### config.mk
export PLATFORM = sky130hd
export DESIGN_NAME = peripherals
export DESIGN_NICKNAME = d
export VERILOG_FILES = /design/src/avr_io_pkg.sv /design/src/io_port.sv /design/src/io_rd_mux.sv /design/src/peripherals.sv /design/src/timer0.sv /design/src/wdt.sv
export VERILOG_INCLUDE_DIRS = /design/src /design/src/src
export SDC_FILE = /design/constraint.sdc
export NUM_CORES = 1
export LEC_CHECK = 0
export CORE_UTILIZATION = 40
export CTS_CLUSTER_SIZE = 24
export DETAILED_ROUTE_END_ITERATION = 10
export DONT_BUFFER_PORTS = 1
export PLACE_DENSITY = 0.61
export SETUP_SLACK_MARGIN = 0.3
export SKIP_CTS_REPAIR_TIMING = 1
export SLEW_MARGIN = 10
export SYNTH_ARGS = -nofsm -noshare
export SYNTH_HDL_FRONTEND = slang
export SYNTH_HIERARCHICAL = 1
export SYNTH_SLANG_ARGS = --single-unit
### constraint.sdc
create_clock -name cp2 -period 3.8 [get_ports cp2]
set_clock_uncertainty 0.05 [all_clocks]
set_input_delay 0.76 -clock cp2 [delete_from_list [all_inputs] [get_ports cp2]]
set_output_delay 0.76 -clock cp2 [all_outputs]
set_load 0.01 [all_outputs]
### src/avr_io_settings.svh
`ifndef AVR_IO_SETTINGS_SVH
`define AVR_IO_SETTINGS_SVH

// ==========================================================================
// I/O bus geometry
// ==========================================================================
`define IO_ADR_W    6
`define IO_DATA_W   8
`define IRQS_WIDTH  23
`define IO_SLVS_NUM 3

// ==========================================================================
// Register map
// ==========================================================================
`define PORTA_ADR 6'h1B
`define DDRA_ADR  6'h1A
`define PINA_ADR  6'h19
`define TCCR0_ADR 6'h33
`define TCNT0_ADR 6'h32
`define OCR0_ADR  6'h3C
`define WDTCR_ADR 6'h21

// Timer 0 interrupt positions in irqlines
`define TC0_OVF_IRQ 15
`define TC0_CMP_IRQ 14

// Watchdog period is 2^(WDP + base) cycles
`define WDT_BASE_LOG2 4

`endif

### src/avr_io_pkg.sv
`include "avr_io_settings.svh"

package avr_io_pkg;

   // Bus and interrupt vector types
   typedef logic [`IO_ADR_W-1:0]   io_adr_t;
   typedef logic [`IO_DATA_W-1:0]  io_data_t;
   typedef logic [`IRQS_WIDTH-1:0] irq_vec_t;

   // Timer clock select, CS0[2:0] of TCCR0
   // External clock codes are kept only as stopped
   typedef enum logic [2:0] {
      TMR_CS_STOP     = 3'd0,
      TMR_CS_CLK      = 3'd1,
      TMR_CS_DIV8     = 3'd2,
      TMR_CS_DIV64    = 3'd3,
      TMR_CS_DIV256   = 3'd4,
      TMR_CS_DIV1024  = 3'd5,
      TMR_CS_EXT_FALL = 3'd6,
      TMR_CS_EXT_RISE = 3'd7
   } tmr_cs_t;

endpackage

### src/io_port.sv
`timescale 1ns/1ns
`include "avr_io_settings.svh"

module io_port (
   input  logic                 rst,
   input  logic                 cp2,
   input  avr_io_pkg::io_adr_t  adr,
   input  logic                 iore,
   input  logic                 iowe,
   input  avr_io_pkg::io_data_t dbus_in,
   input  avr_io_pkg::io_data_t porta_pinx,
   output avr_io_pkg::io_data_t dbus_out,
   output logic                 out_en,
   output avr_io_pkg::io_data_t porta_portx,
   output avr_io_pkg::io_data_t porta_ddrx
);
   import avr_io_pkg::*;

   io_data_t pin_meta;
   io_data_t pin_sync;

   // PORTA and DDRA registers
   always_ff @(posedge cp2) begin
      if (rst) begin
         porta_portx <= '0;
         porta_ddrx  <= '0;
      end else if (iowe) begin
         if (adr == `PORTA_ADR) begin
            porta_portx <= dbus_in;
         end
         if (adr == `DDRA_ADR) begin
            porta_ddrx <= dbus_in;
         end
      end
   end

   // Two-stage pin synchronizer
   always_ff @(posedge cp2) begin
      if (rst) begin
         pin_meta <= '0;
         pin_sync <= '0;
      end else begin
         pin_meta <= porta_pinx;
         pin_sync <= pin_meta;
      end
   end

   always_comb begin
      out_en   = 1'b0;
      dbus_out = '0;
      if (iore) begin
         case (adr)
            `PORTA_ADR: begin
               out_en   = 1'b1;
               dbus_out = porta_portx;
            end
            `DDRA_ADR: begin
               out_en   = 1'b1;
               dbus_out = porta_ddrx;
            end
            `PINA_ADR: begin
               out_en   = 1'b1;
               dbus_out = pin_sync;
            end
            default: ;
         endcase
      end
   end

   // PINA reads see the pins from two edges back
   a_pina_latency: assert property (@(posedge cp2) disable iff (rst)
      (iore && (adr == `PINA_ADR) && !$past(rst) && !$past(rst, 2))
         |-> (dbus_out == $past(porta_pinx, 2)))
      else $error("PINA read does not match the pins two cycles back");

endmodule

### src/io_rd_mux.sv
`timescale 1ns/1ns
`include "avr_io_settings.svh"

module io_rd_mux #(
   parameter int N_SLAVES = `IO_SLVS_NUM
) (
   input  logic [N_SLAVES-1:0]  slv_en,
   input  avr_io_pkg::io_data_t slv_data [N_SLAVES-1:0],
   output logic                 out_en,
   output avr_io_pkg::io_data_t dbus_out
);
   import avr_io_pkg::*;

   assign out_en = |slv_en;

   // ========================================================================
   // Priority chain, highest index wins
   // ========================================================================
   always_comb begin
      dbus_out = '0;
      for (int i = 0; i < N_SLAVES; i++) begin
         if (slv_en[i]) begin
            dbus_out = slv_data[i];
         end
      end
   end

   // Overlapping register addresses would show up here
   always_comb begin
      a_one_slave: assert final ($onehot0(slv_en))
         else $error("Several I/O slaves answer one read, en = %b", slv_en);
   end

endmodule

### src/peripherals.sv
`timescale 1ns/1ns
`include "avr_io_settings.svh"

module peripherals (
   input  logic                 rst,
   input  logic                 cp2,
   input  avr_io_pkg::io_adr_t  adr,
   input  logic                 iore,
   input  logic                 iowe,
   input  avr_io_pkg::io_data_t dbus_in,
   input  avr_io_pkg::irq_vec_t irq_ack,
   input  avr_io_pkg::io_data_t porta_pinx,
   input  logic                 wdri,
   output logic                 out_en,
   output avr_io_pkg::io_data_t dbus_out,
   output avr_io_pkg::irq_vec_t irqlines,
   output avr_io_pkg::io_data_t porta_portx,
   output avr_io_pkg::io_data_t porta_ddrx,
   output logic                 wdt_wdovf
);
   import avr_io_pkg::*;

   // Read chain order, watchdog on top
   localparam int SLV_PORT = 0;
   localparam int SLV_TMR  = 1;
   localparam int SLV_WDT  = 2;

   logic [`IO_SLVS_NUM-1:0] slv_en;
   io_data_t                slv_data [`IO_SLVS_NUM-1:0];
   logic                    tc0_ovf_irq;
   logic                    tc0_cmp_irq;

   io_port port_a_inst (
      .rst         (rst),
      .cp2         (cp2),
      .adr         (adr),
      .iore        (iore),
      .iowe        (iowe),
      .dbus_in     (dbus_in),
      .porta_pinx  (porta_pinx),
      .dbus_out    (slv_data[SLV_PORT]),
      .out_en      (slv_en[SLV_PORT]),
      .porta_portx (porta_portx),
      .porta_ddrx  (porta_ddrx)
   );

   timer0 timer0_inst (
      .rst         (rst),
      .cp2         (cp2),
      .adr         (adr),
      .iore        (iore),
      .iowe        (iowe),
      .dbus_in     (dbus_in),
      .tc0_ovf_ack (irq_ack[`TC0_OVF_IRQ]),
      .tc0_cmp_ack (irq_ack[`TC0_CMP_IRQ]),
      .dbus_out    (slv_data[SLV_TMR]),
      .out_en      (slv_en[SLV_TMR]),
      .tc0_ovf_irq (tc0_ovf_irq),
      .tc0_cmp_irq (tc0_cmp_irq)
   );

   wdt wdt_inst (
      .rst       (rst),
      .cp2       (cp2),
      .adr       (adr),
      .iore      (iore),
      .iowe      (iowe),
      .dbus_in   (dbus_in),
      .wdri      (wdri),
      .dbus_out  (slv_data[SLV_WDT]),
      .out_en    (slv_en[SLV_WDT]),
      .wdt_wdovf (wdt_wdovf)
   );

   io_rd_mux #(.N_SLAVES(`IO_SLVS_NUM)) rd_mux_inst (
      .slv_en   (slv_en),
      .slv_data (slv_data),
      .out_en   (out_en),
      .dbus_out (dbus_out)
   );

   // Only the timer 0 lines are live
   always_comb begin
      irqlines               = '0;
      irqlines[`TC0_OVF_IRQ] = tc0_ovf_irq;
      irqlines[`TC0_CMP_IRQ] = tc0_cmp_irq;
   end

endmodule

### src/timer0.sv
`timescale 1ns/1ns
`include "avr_io_settings.svh"

module timer0 (
   input  logic                 rst,
   input  logic                 cp2,
   input  avr_io_pkg::io_adr_t  adr,
   input  logic                 iore,
   input  logic                 iowe,
   input  avr_io_pkg::io_data_t dbus_in,
   input  logic                 tc0_ovf_ack,
   input  logic                 tc0_cmp_ack,
   output avr_io_pkg::io_data_t dbus_out,
   output logic                 out_en,
   output logic                 tc0_ovf_irq,
   output logic                 tc0_cmp_irq
);
   import avr_io_pkg::*;

   tmr_cs_t    cs;
   logic [9:0] presc;
   io_data_t   tcnt0;
   io_data_t   tcnt0_nxt;
   io_data_t   ocr0;
   logic       tccr0_wr;
   logic       tcnt0_wr;
   logic       ocr0_wr;
   logic       tick;
   logic       cnt_adv;
   logic       ovf_set;
   logic       cmp_set;

   assign tccr0_wr = iowe && (adr == `TCCR0_ADR);
   assign tcnt0_wr = iowe && (adr == `TCNT0_ADR);
   assign ocr0_wr  = iowe && (adr == `OCR0_ADR);

   // ========================================================================
   // Prescaler tap select
   // ========================================================================
   always_comb begin
      case (cs)
         TMR_CS_CLK:     tick = 1'b1;
         TMR_CS_DIV8:    tick = &presc[2:0];
         TMR_CS_DIV64:   tick = &presc[5:0];
         TMR_CS_DIV256:  tick = &presc[7:0];
         TMR_CS_DIV1024: tick = &presc[9:0];
         default:        tick = 1'b0;
      endcase
   end

   // A CPU write to TCNT0 takes precedence over counting
   assign cnt_adv   = tick && !tcnt0_wr;
   assign tcnt0_nxt = tcnt0 + 1'b1;
   assign ovf_set   = cnt_adv && (tcnt0 == '1);
   assign cmp_set   = cnt_adv && (tcnt0_nxt == ocr0);

   always_ff @(posedge cp2) begin
      if (rst) begin
         cs    <= TMR_CS_STOP;
         presc <= '0;
         tcnt0 <= '0;
         ocr0  <= '0;
      end else begin
         if (tccr0_wr) begin
            cs    <= tmr_cs_t'(dbus_in[2:0]);
            presc <= '0;
         end else begin
            presc <= presc + 1'b1;
         end
         if (tcnt0_wr) begin
            tcnt0 <= dbus_in;
         end else if (cnt_adv) begin
            tcnt0 <= tcnt0_nxt;
         end
         if (ocr0_wr) begin
            ocr0 <= dbus_in;
         end
      end
   end

   // Interrupt flags, a new event beats the ack
   always_ff @(posedge cp2) begin
      if (rst) begin
         tc0_ovf_irq <= 1'b0;
         tc0_cmp_irq <= 1'b0;
      end else begin
         tc0_ovf_irq <= ovf_set || (tc0_ovf_irq && !tc0_ovf_ack);
         tc0_cmp_irq <= cmp_set || (tc0_cmp_irq && !tc0_cmp_ack);
      end
   end

   always_comb begin
      out_en   = iore && ((adr == `TCCR0_ADR) || (adr == `TCNT0_ADR) || (adr == `OCR0_ADR));
      dbus_out = '0;
      if (out_en) begin
         case (adr)
            `TCCR0_ADR: dbus_out = io_data_t'(cs);
            `TCNT0_ADR: dbus_out = tcnt0;
            default:    dbus_out = ocr0;
         endcase
      end
   end

   a_ovf_at_zero: assert property (@(posedge cp2) disable iff (rst)
      $rose(tc0_ovf_irq) |-> (tcnt0 == '0))
      else $error("Overflow flag raised with TCNT0 = %0d", tcnt0);

endmodule

### src/wdt.sv
`timescale 1ns/1ns
`include "avr_io_settings.svh"

module wdt (
   input  logic                 rst,
   input  logic                 cp2,
   input  avr_io_pkg::io_adr_t  adr,
   input  logic                 iore,
   input  logic                 iowe,
   input  avr_io_pkg::io_data_t dbus_in,
   input  logic                 wdri,
   output avr_io_pkg::io_data_t dbus_out,
   output logic                 out_en,
   output logic                 wdt_wdovf
);
   import avr_io_pkg::*;

   // Longest period is 2^(7 + base), one spare bit
   localparam int CNT_W = `WDT_BASE_LOG2 + 8;

   logic             wde;
   logic [2:0]       wdp;
   logic             wdtcr_wr;
   logic [CNT_W-1:0] wdt_cnt;
   logic [CNT_W-1:0] wdt_limit;

   assign wdtcr_wr  = iowe && (adr == `WDTCR_ADR);
   assign wdt_limit = (CNT_W'(1) << (wdp + `WDT_BASE_LOG2)) - 1'b1;

   // WDTCR, WDE in bit 3 and WDP in bits 2..0
   always_ff @(posedge cp2) begin
      if (rst) begin
         wde <= 1'b0;
         wdp <= '0;
      end else if (wdtcr_wr) begin
         wde <= dbus_in[3];
         wdp <= dbus_in[2:0];
      end
   end

   // ========================================================================
   // Timeout counter
   // ========================================================================
   always_ff @(posedge cp2) begin
      if (rst || wdri || wdtcr_wr || !wde) begin
         wdt_cnt   <= '0;
         wdt_wdovf <= 1'b0;
      end else if (wdt_cnt == wdt_limit) begin
         // Timeout, restart the period
         wdt_cnt   <= '0;
         wdt_wdovf <= 1'b1;
      end else begin
         wdt_cnt   <= wdt_cnt + 1'b1;
         wdt_wdovf <= 1'b0;
      end
   end

   assign out_en   = iore && (adr == `WDTCR_ADR);
   assign dbus_out = out_en ? io_data_t'({wde, wdp}) : '0;

   a_ovf_single: assert property (@(posedge cp2) disable iff (rst)
      wdt_wdovf |=> !wdt_wdovf)
      else $error("Watchdog timeout pulse longer than one cycle");

endmodule
* Yosys cells after proc, flatten, opt, wreduce, memory -nomap -nowiden *
Cells that the tools add are included.

storage, ports and cells
  register bits = 80
  bits of input ports = 50
  output and inout port bits = 49
  word-level logic and storage cells = 80

operators by class
  $add $sub $neg = 5
  equality and inequality tests = 15
  shifts and indexed selects = 1
  muxes and demuxes = 12
  reductions and logical operators = 33

operator list
  cell                                                                   number
  8-bit 2-to-1 mux                                                       6
  1-bit by 32-bit << shifter with 12-bit output (first input constant)   1
  6-bit == test (second input constant)                                  4
  8-bit case mux with 3 select lines                                     1
  6-bit by 5-bit == test with 1-bit output (second input constant)       3
  8-bit case mux with 2 select lines                                     1
  12-bit by 1-bit adder with 12-bit output (second input constant)       1
  12-bit == test                                                         1
  12-bit by 1-bit subtractor with 12-bit output (second input constant)  1
  1-bit logical AND                                                      11
  10-bit by 1-bit adder with 10-bit output (second input constant)       1
  10-bit AND reduction                                                   1
  8-bit by 1-bit adder with 8-bit output (second input constant)         1
  8-bit == test                                                          1
  8-bit == test (second input constant)                                  1
  8-bit AND reduction                                                    1
  1-bit logical OR                                                       7
  3-bit by 2-bit == test with 1-bit output (second input constant)       2
  3-bit == test (second input constant)                                  2
  6-bit AND reduction                                                    1
  3-bit OR reduction                                                     2
  1-bit case mux with 5 select lines                                     1
  3-bit by 3-bit adder with 4-bit output (second input constant)         1
  1-bit zero test                                                        4
  other kinds (6)                                                        10

* Longest topological paths before layout *
  depth in word-level cells = 7
  gate-level depth with buffers = 8
  mapped depth without buffers = 7

* Modules after synthesis *
The synthesis kept the hierarchy.

modules (own cells, without submodules)
  module       times used  cells an instance  area an instance (um^2)  sequential area each (um^2)
  timer0       1           215                1765.4                   620.6
  io_port      1           129                1341.3                   640.6
  wdt          1           111                1034.7                   340.3
  io_rd_mux    1           36                 226.5                    0.0
  peripherals  1           24                 176.4                    0.0

* Least setup slack after synthesis *
Ideal clock, no wire load.

  kind = input-to-output
  from = input adr[0]
  to = output dbus_out[5]
  data arrival time = 2283 ps
  data required time = 2990 ps
  path slack = 707 ps
  stages = 7
  path buffers = 2
  path through = clkbuf_1 > nor3_2 > o21ai_1 > inv_1 > buf_6 > nand3b_1 > a21oi_1

between the ends
  elaborated cells between the ends (all ways) = 20
  classes of those cells = 7 x eq/ne; 8 x mux; 5 x reduce/logical

RTL lines
  what                             line               text
  start: declaration               peripherals.sv:7   input avr_io_pkg::io_adr_t adr,
  6-bit == test (no source line)   -
  1-bit logical OR                 timer0.sv:93       out_en = iore && ((adr == `TCCR0_ADR) || (adr == `TCNT0_ADR) || (adr == `OCR0_ADR));
  1-bit logical OR *               timer0.sv:93
  1-bit logical AND *              timer0.sv:93
  net slv_en[1]                    peripherals.sv:28  logic [`IO_SLVS_NUM-1:0] slv_en;
  8-bit 2-to-1 mux * (2 in a row)  io_rd_mux.sv:22    if (slv_en[i]) begin
  end: declaration                 peripherals.sv:15  output avr_io_pkg::io_data_t dbus_out,

Mark *: on every way through the listed nets, which the timed path passes. The rest lies on a longest branch.

* Final worst setup path *
  from = input adr[3]
  to = output dbus_out[5]

The elaborated chain is that of the path after synthesis.

==> impl_metrics.csv <==
group,metric,value,unit
worst_setup_path,max_stage_delay,0.49,ns
job,max_cap_viol_count,0,
global_route,grtUsageTotal,18.4,%
floorplan,die_h,109,µm
layout,multi_input_area,2640,µm²
logic_synthesis,ys_seq_area_share,35.2,%
layout,drive_gt1_share,9.15,%
power,vdd_drop_max,0.217,mV
detailed_routing,drt_drc_violations_left,0,
worst_setup_path,cp_cell_sequence,"nor2_1 -> and4_1 -> o21ai_1 -> inv_1 -> nand3b_1 -> a21oi_1",
logic_synthesis,synth_top_area_share,35.2,%
detailed_routing,final_antenna_net_count,0,
floorplan,die_area,11800,µm²
layout,final_common_cell,"dfxtp_1",
sta,setup_viol,0,
sta,final.period_utilization,86.1,%
logic_synthesis,synth_area_per_cell,8.82,µm²
logic_synthesis,ys_ff_latch,80,
layout,seqCellArea,1600,µm²
logic_synthesis,postSynthCellCount,515,
detailed_routing,vias,3398,
worst_setup_path,timing_worst_setup_path_type,"primary input to output port",
logic_synthesis,synth_ff_type,"dfxtp_1",
clock_tree,clockBufferDepth,2,
clock_tree,clock-sinks,80,
floorplan,core_area,10900,µm²
placed_design,gp_congestion,0.846,
sta,slew_violations,0,
clock_tree,clk_pin_slew,0.06,ns
worst_hold_path,hold_class,"flip-flop to flip-flop",
placed_design,placement.io_buffers,0,
power,power.density,374,nW/µm²
sta,fmax,0.306,GHz
logic_synthesis,async_flop_share,0,%
detailed_routing,drt-total-wl,10300,µm
floorplan,die_w,109,µm
clock_tree,cts_root_buffer,"clkbuf_16",
sta,finalCriticalPeriod,3.27,ns
floorplan,pin_count,99,
logic_synthesis,yosysUniqueCellTypes,54,
power,p_leak,0.00173,µW
clock_tree,htree_levels,3,
worst_setup_path,worstPathRequired,2.99,ns
global_route,overflow,0,
sta,rsz0062_at_grt,"false",
power,p_switching,371,µW
logic_synthesis,synth_area,4540,µm²
sta,worst_pin_slew,0.650,ns
power,p_sw_share,20.7,%
detailed_routing,first_pass_iters,7,
layout,area_delta_synth_final,5.34,%
worst_setup_path,worst-path-buf-inv,1,
worst_setup_path,worstPathArrival,2.46,ns
floorplan,std_cell_rows,38,
detailed_routing,routed_via_density,5.28,
power,p_int,1420,µW
layout,diodes,0,
power,seqPwrFrac,48.0,%
worst_setup_path,cp_top_family,"compound AO/OA/AOI/OAI gates",
sta,relSlewSlack,56.7,%
clock_tree,cts_tree,"yes",
status,outcome,"completed",
sta,tns,0,ns
worst_setup_path,cp-start-kind,"primary input",
logic_synthesis,yosys.area.top_type,"dfxtp_1",
power,clkPwrFrac,48.8,%
floorplan,initial_core_util,41.6,%
placed_design,hpwl,7360,µm
layout,fillCellCount,1090,
clock_tree,cts_made_buffers,9,
detailed_routing,drt-initial-drc-count,198,
power,comb_power_share,3.1,%
layout,fin_nets,552,
worst_setup_path,cpMaxStageDelayCell,"o21ai_1",
clock_tree,insertion_delay,0.33,ns
sta,hold_violations,0,
layout,layout_common_cells,"80 x dfxtp_1, 49 x nor2_1, 31 x a21oi_1",
global_route,grt_pass1_vias,3181,
global_route,grt_max_degree,70,
global_route,antenna_found_initial,0,
worst_setup_path,crit_fanout,17,
power,finalPower,1790,µW
logic_synthesis,ys_top_cells_by_area,"dfxtp_1 35%, mux2i_1 5.7%, buf_4 5.0%",
logic_synthesis,synth-edff-count,0,
global_route,grt_pass1_wl,16600,µm
worst_setup_path,end_kind,"output port",
logic_synthesis,yosys_warnings,6,
detailed_routing,wl_per_cell,16.1,µm
[synth_stat cells (2+ instances only)]
library cell  instances
a21oi_1              31
dfxtp_1              80
nand2b_1             28
a211oi_1             13
and4_1                4
o21ai_1               2
buf_2                 3
nand4_2               2
nand4_1               8
and3_1                7
nor2b_1              27
a31oi_1               2
nor3_1                3
nand4b_1              3
o31ai_1               2
mux2i_1              26
nor4_1                3
buf_4                30
nand2_1              23
buf_6                 4
or3b_1                2
a211oi_2             10
xor2_1               15
clkbuf_1             17
xnor2_1              21
ha_1                  4
inv_1                12
mux2_2                8
nand3_1              22
nor2_1               49
nand3b_1             15
o21ai_0               3
a22oi_1               9
conb_1                2
and2_1                6
[stage by stage]
stage / setup slack [ns] / cell area, µm² / hold WS, ns / cells / utilization (%)
2_1_floorplan: 0.707 / 4630 / 0.364 / 538 / -
3_3_place_gp: 0.534 / 4480 / 0.377 / 627 / 41.0
3_5_place_dp: 0.506 / 4480 / 0.375 / 627 / 41.0
4_1_cts: 0.493 / 4790 / 0.382 / 643 / 43.8
5_1_grt: 0.324 / 4790 / 0.406 / 643 / 43.8
6_report: 0.527 / 4790 / 0.379 / 643 / 43.8
[power groups by stage]
stage               registers (µW)  clock network [µW]  logic [µW]
floorplan                      875                   0        82.9
global placement               877                   0        55.5
detailed placement             877                   0        56.0
CTS                            859                 896        56.3
global route                   860                 931        64.0
finish                         859                 874        56.2
[logic make-up (layout without fill, tap and decap cells)]
| group | count (synthesis) | in the layout | share of synthesized area, % |
|---|---|---|---|
| fa+ha+maj | 4 | 4 | 1.10 |
| flops | 80 | 80 | 35.2 |
| xor+xnor | 36 | 36 | 6.94 |
| mux | 34 | 34 | 7.71 |
| simple gates | 212 | 212 | 26.9 |
| other cells | 2 | 25 | 0.165 |
| compound gates | 81 | 81 | 13.3 |
| buf+inv | 66 | 31 | 8.67 |
[registers in the layout, indices dropped and copies added, names as in the netlist, 3 cells and up]
| register | cells |
|---|---|
| timer0_inst/tcnt0 | 8 |
| port_a_inst/pin_meta | 8 |
| timer0_inst/ocr0 | 8 |
| port_a_inst/pin_sync | 8 |
| timer0_inst/presc | 10 |
| wdt_inst/wdt_cnt | 12 |
| wdt_inst/wdp | 3 |
| port_a_inst/porta_portx | 8 |
| port_a_inst/porta_ddrx | 8 |
| timer0_inst/cs | 3 |
[area by class of cell]
type	instances	share of cell area, %
sequential	80	33.5
inverter	12	0.941
tap	140	3.66
clock inverter	5	1.15
clock buffer	11	5.28
timing repair buffer	3	0.470
multi-input combinational	392	55.0
[path summary, 6_finish.rpt]
check | start | end | slack, ns | cells past startpoint
max | adr[3] | dbus_out[5] | 0.53 | 6
min | port_a_inst/pin_meta[7] | port_a_inst/pin_sync[7] | 0.38 | 1
max reg2reg | wdt_inst/wdt_cnt[0] | wdt_inst/wdt_wdovf | 1.66 | 5
min reg2reg | port_a_inst/pin_meta[7] | port_a_inst/pin_sync[7] | 0.38 | 1
[per-layer routing]
metal  global-route usage (%)  wire (µm)  vias to the layer above
met5                        0          0                        -
met4                     5.21        101                        0
met3                     5.06        908                        8
met2                     28.3       4730                       96
met1                     25.2       4600                     1583
li1                         -          -                     1711
(Power assumes the default switching activity.)
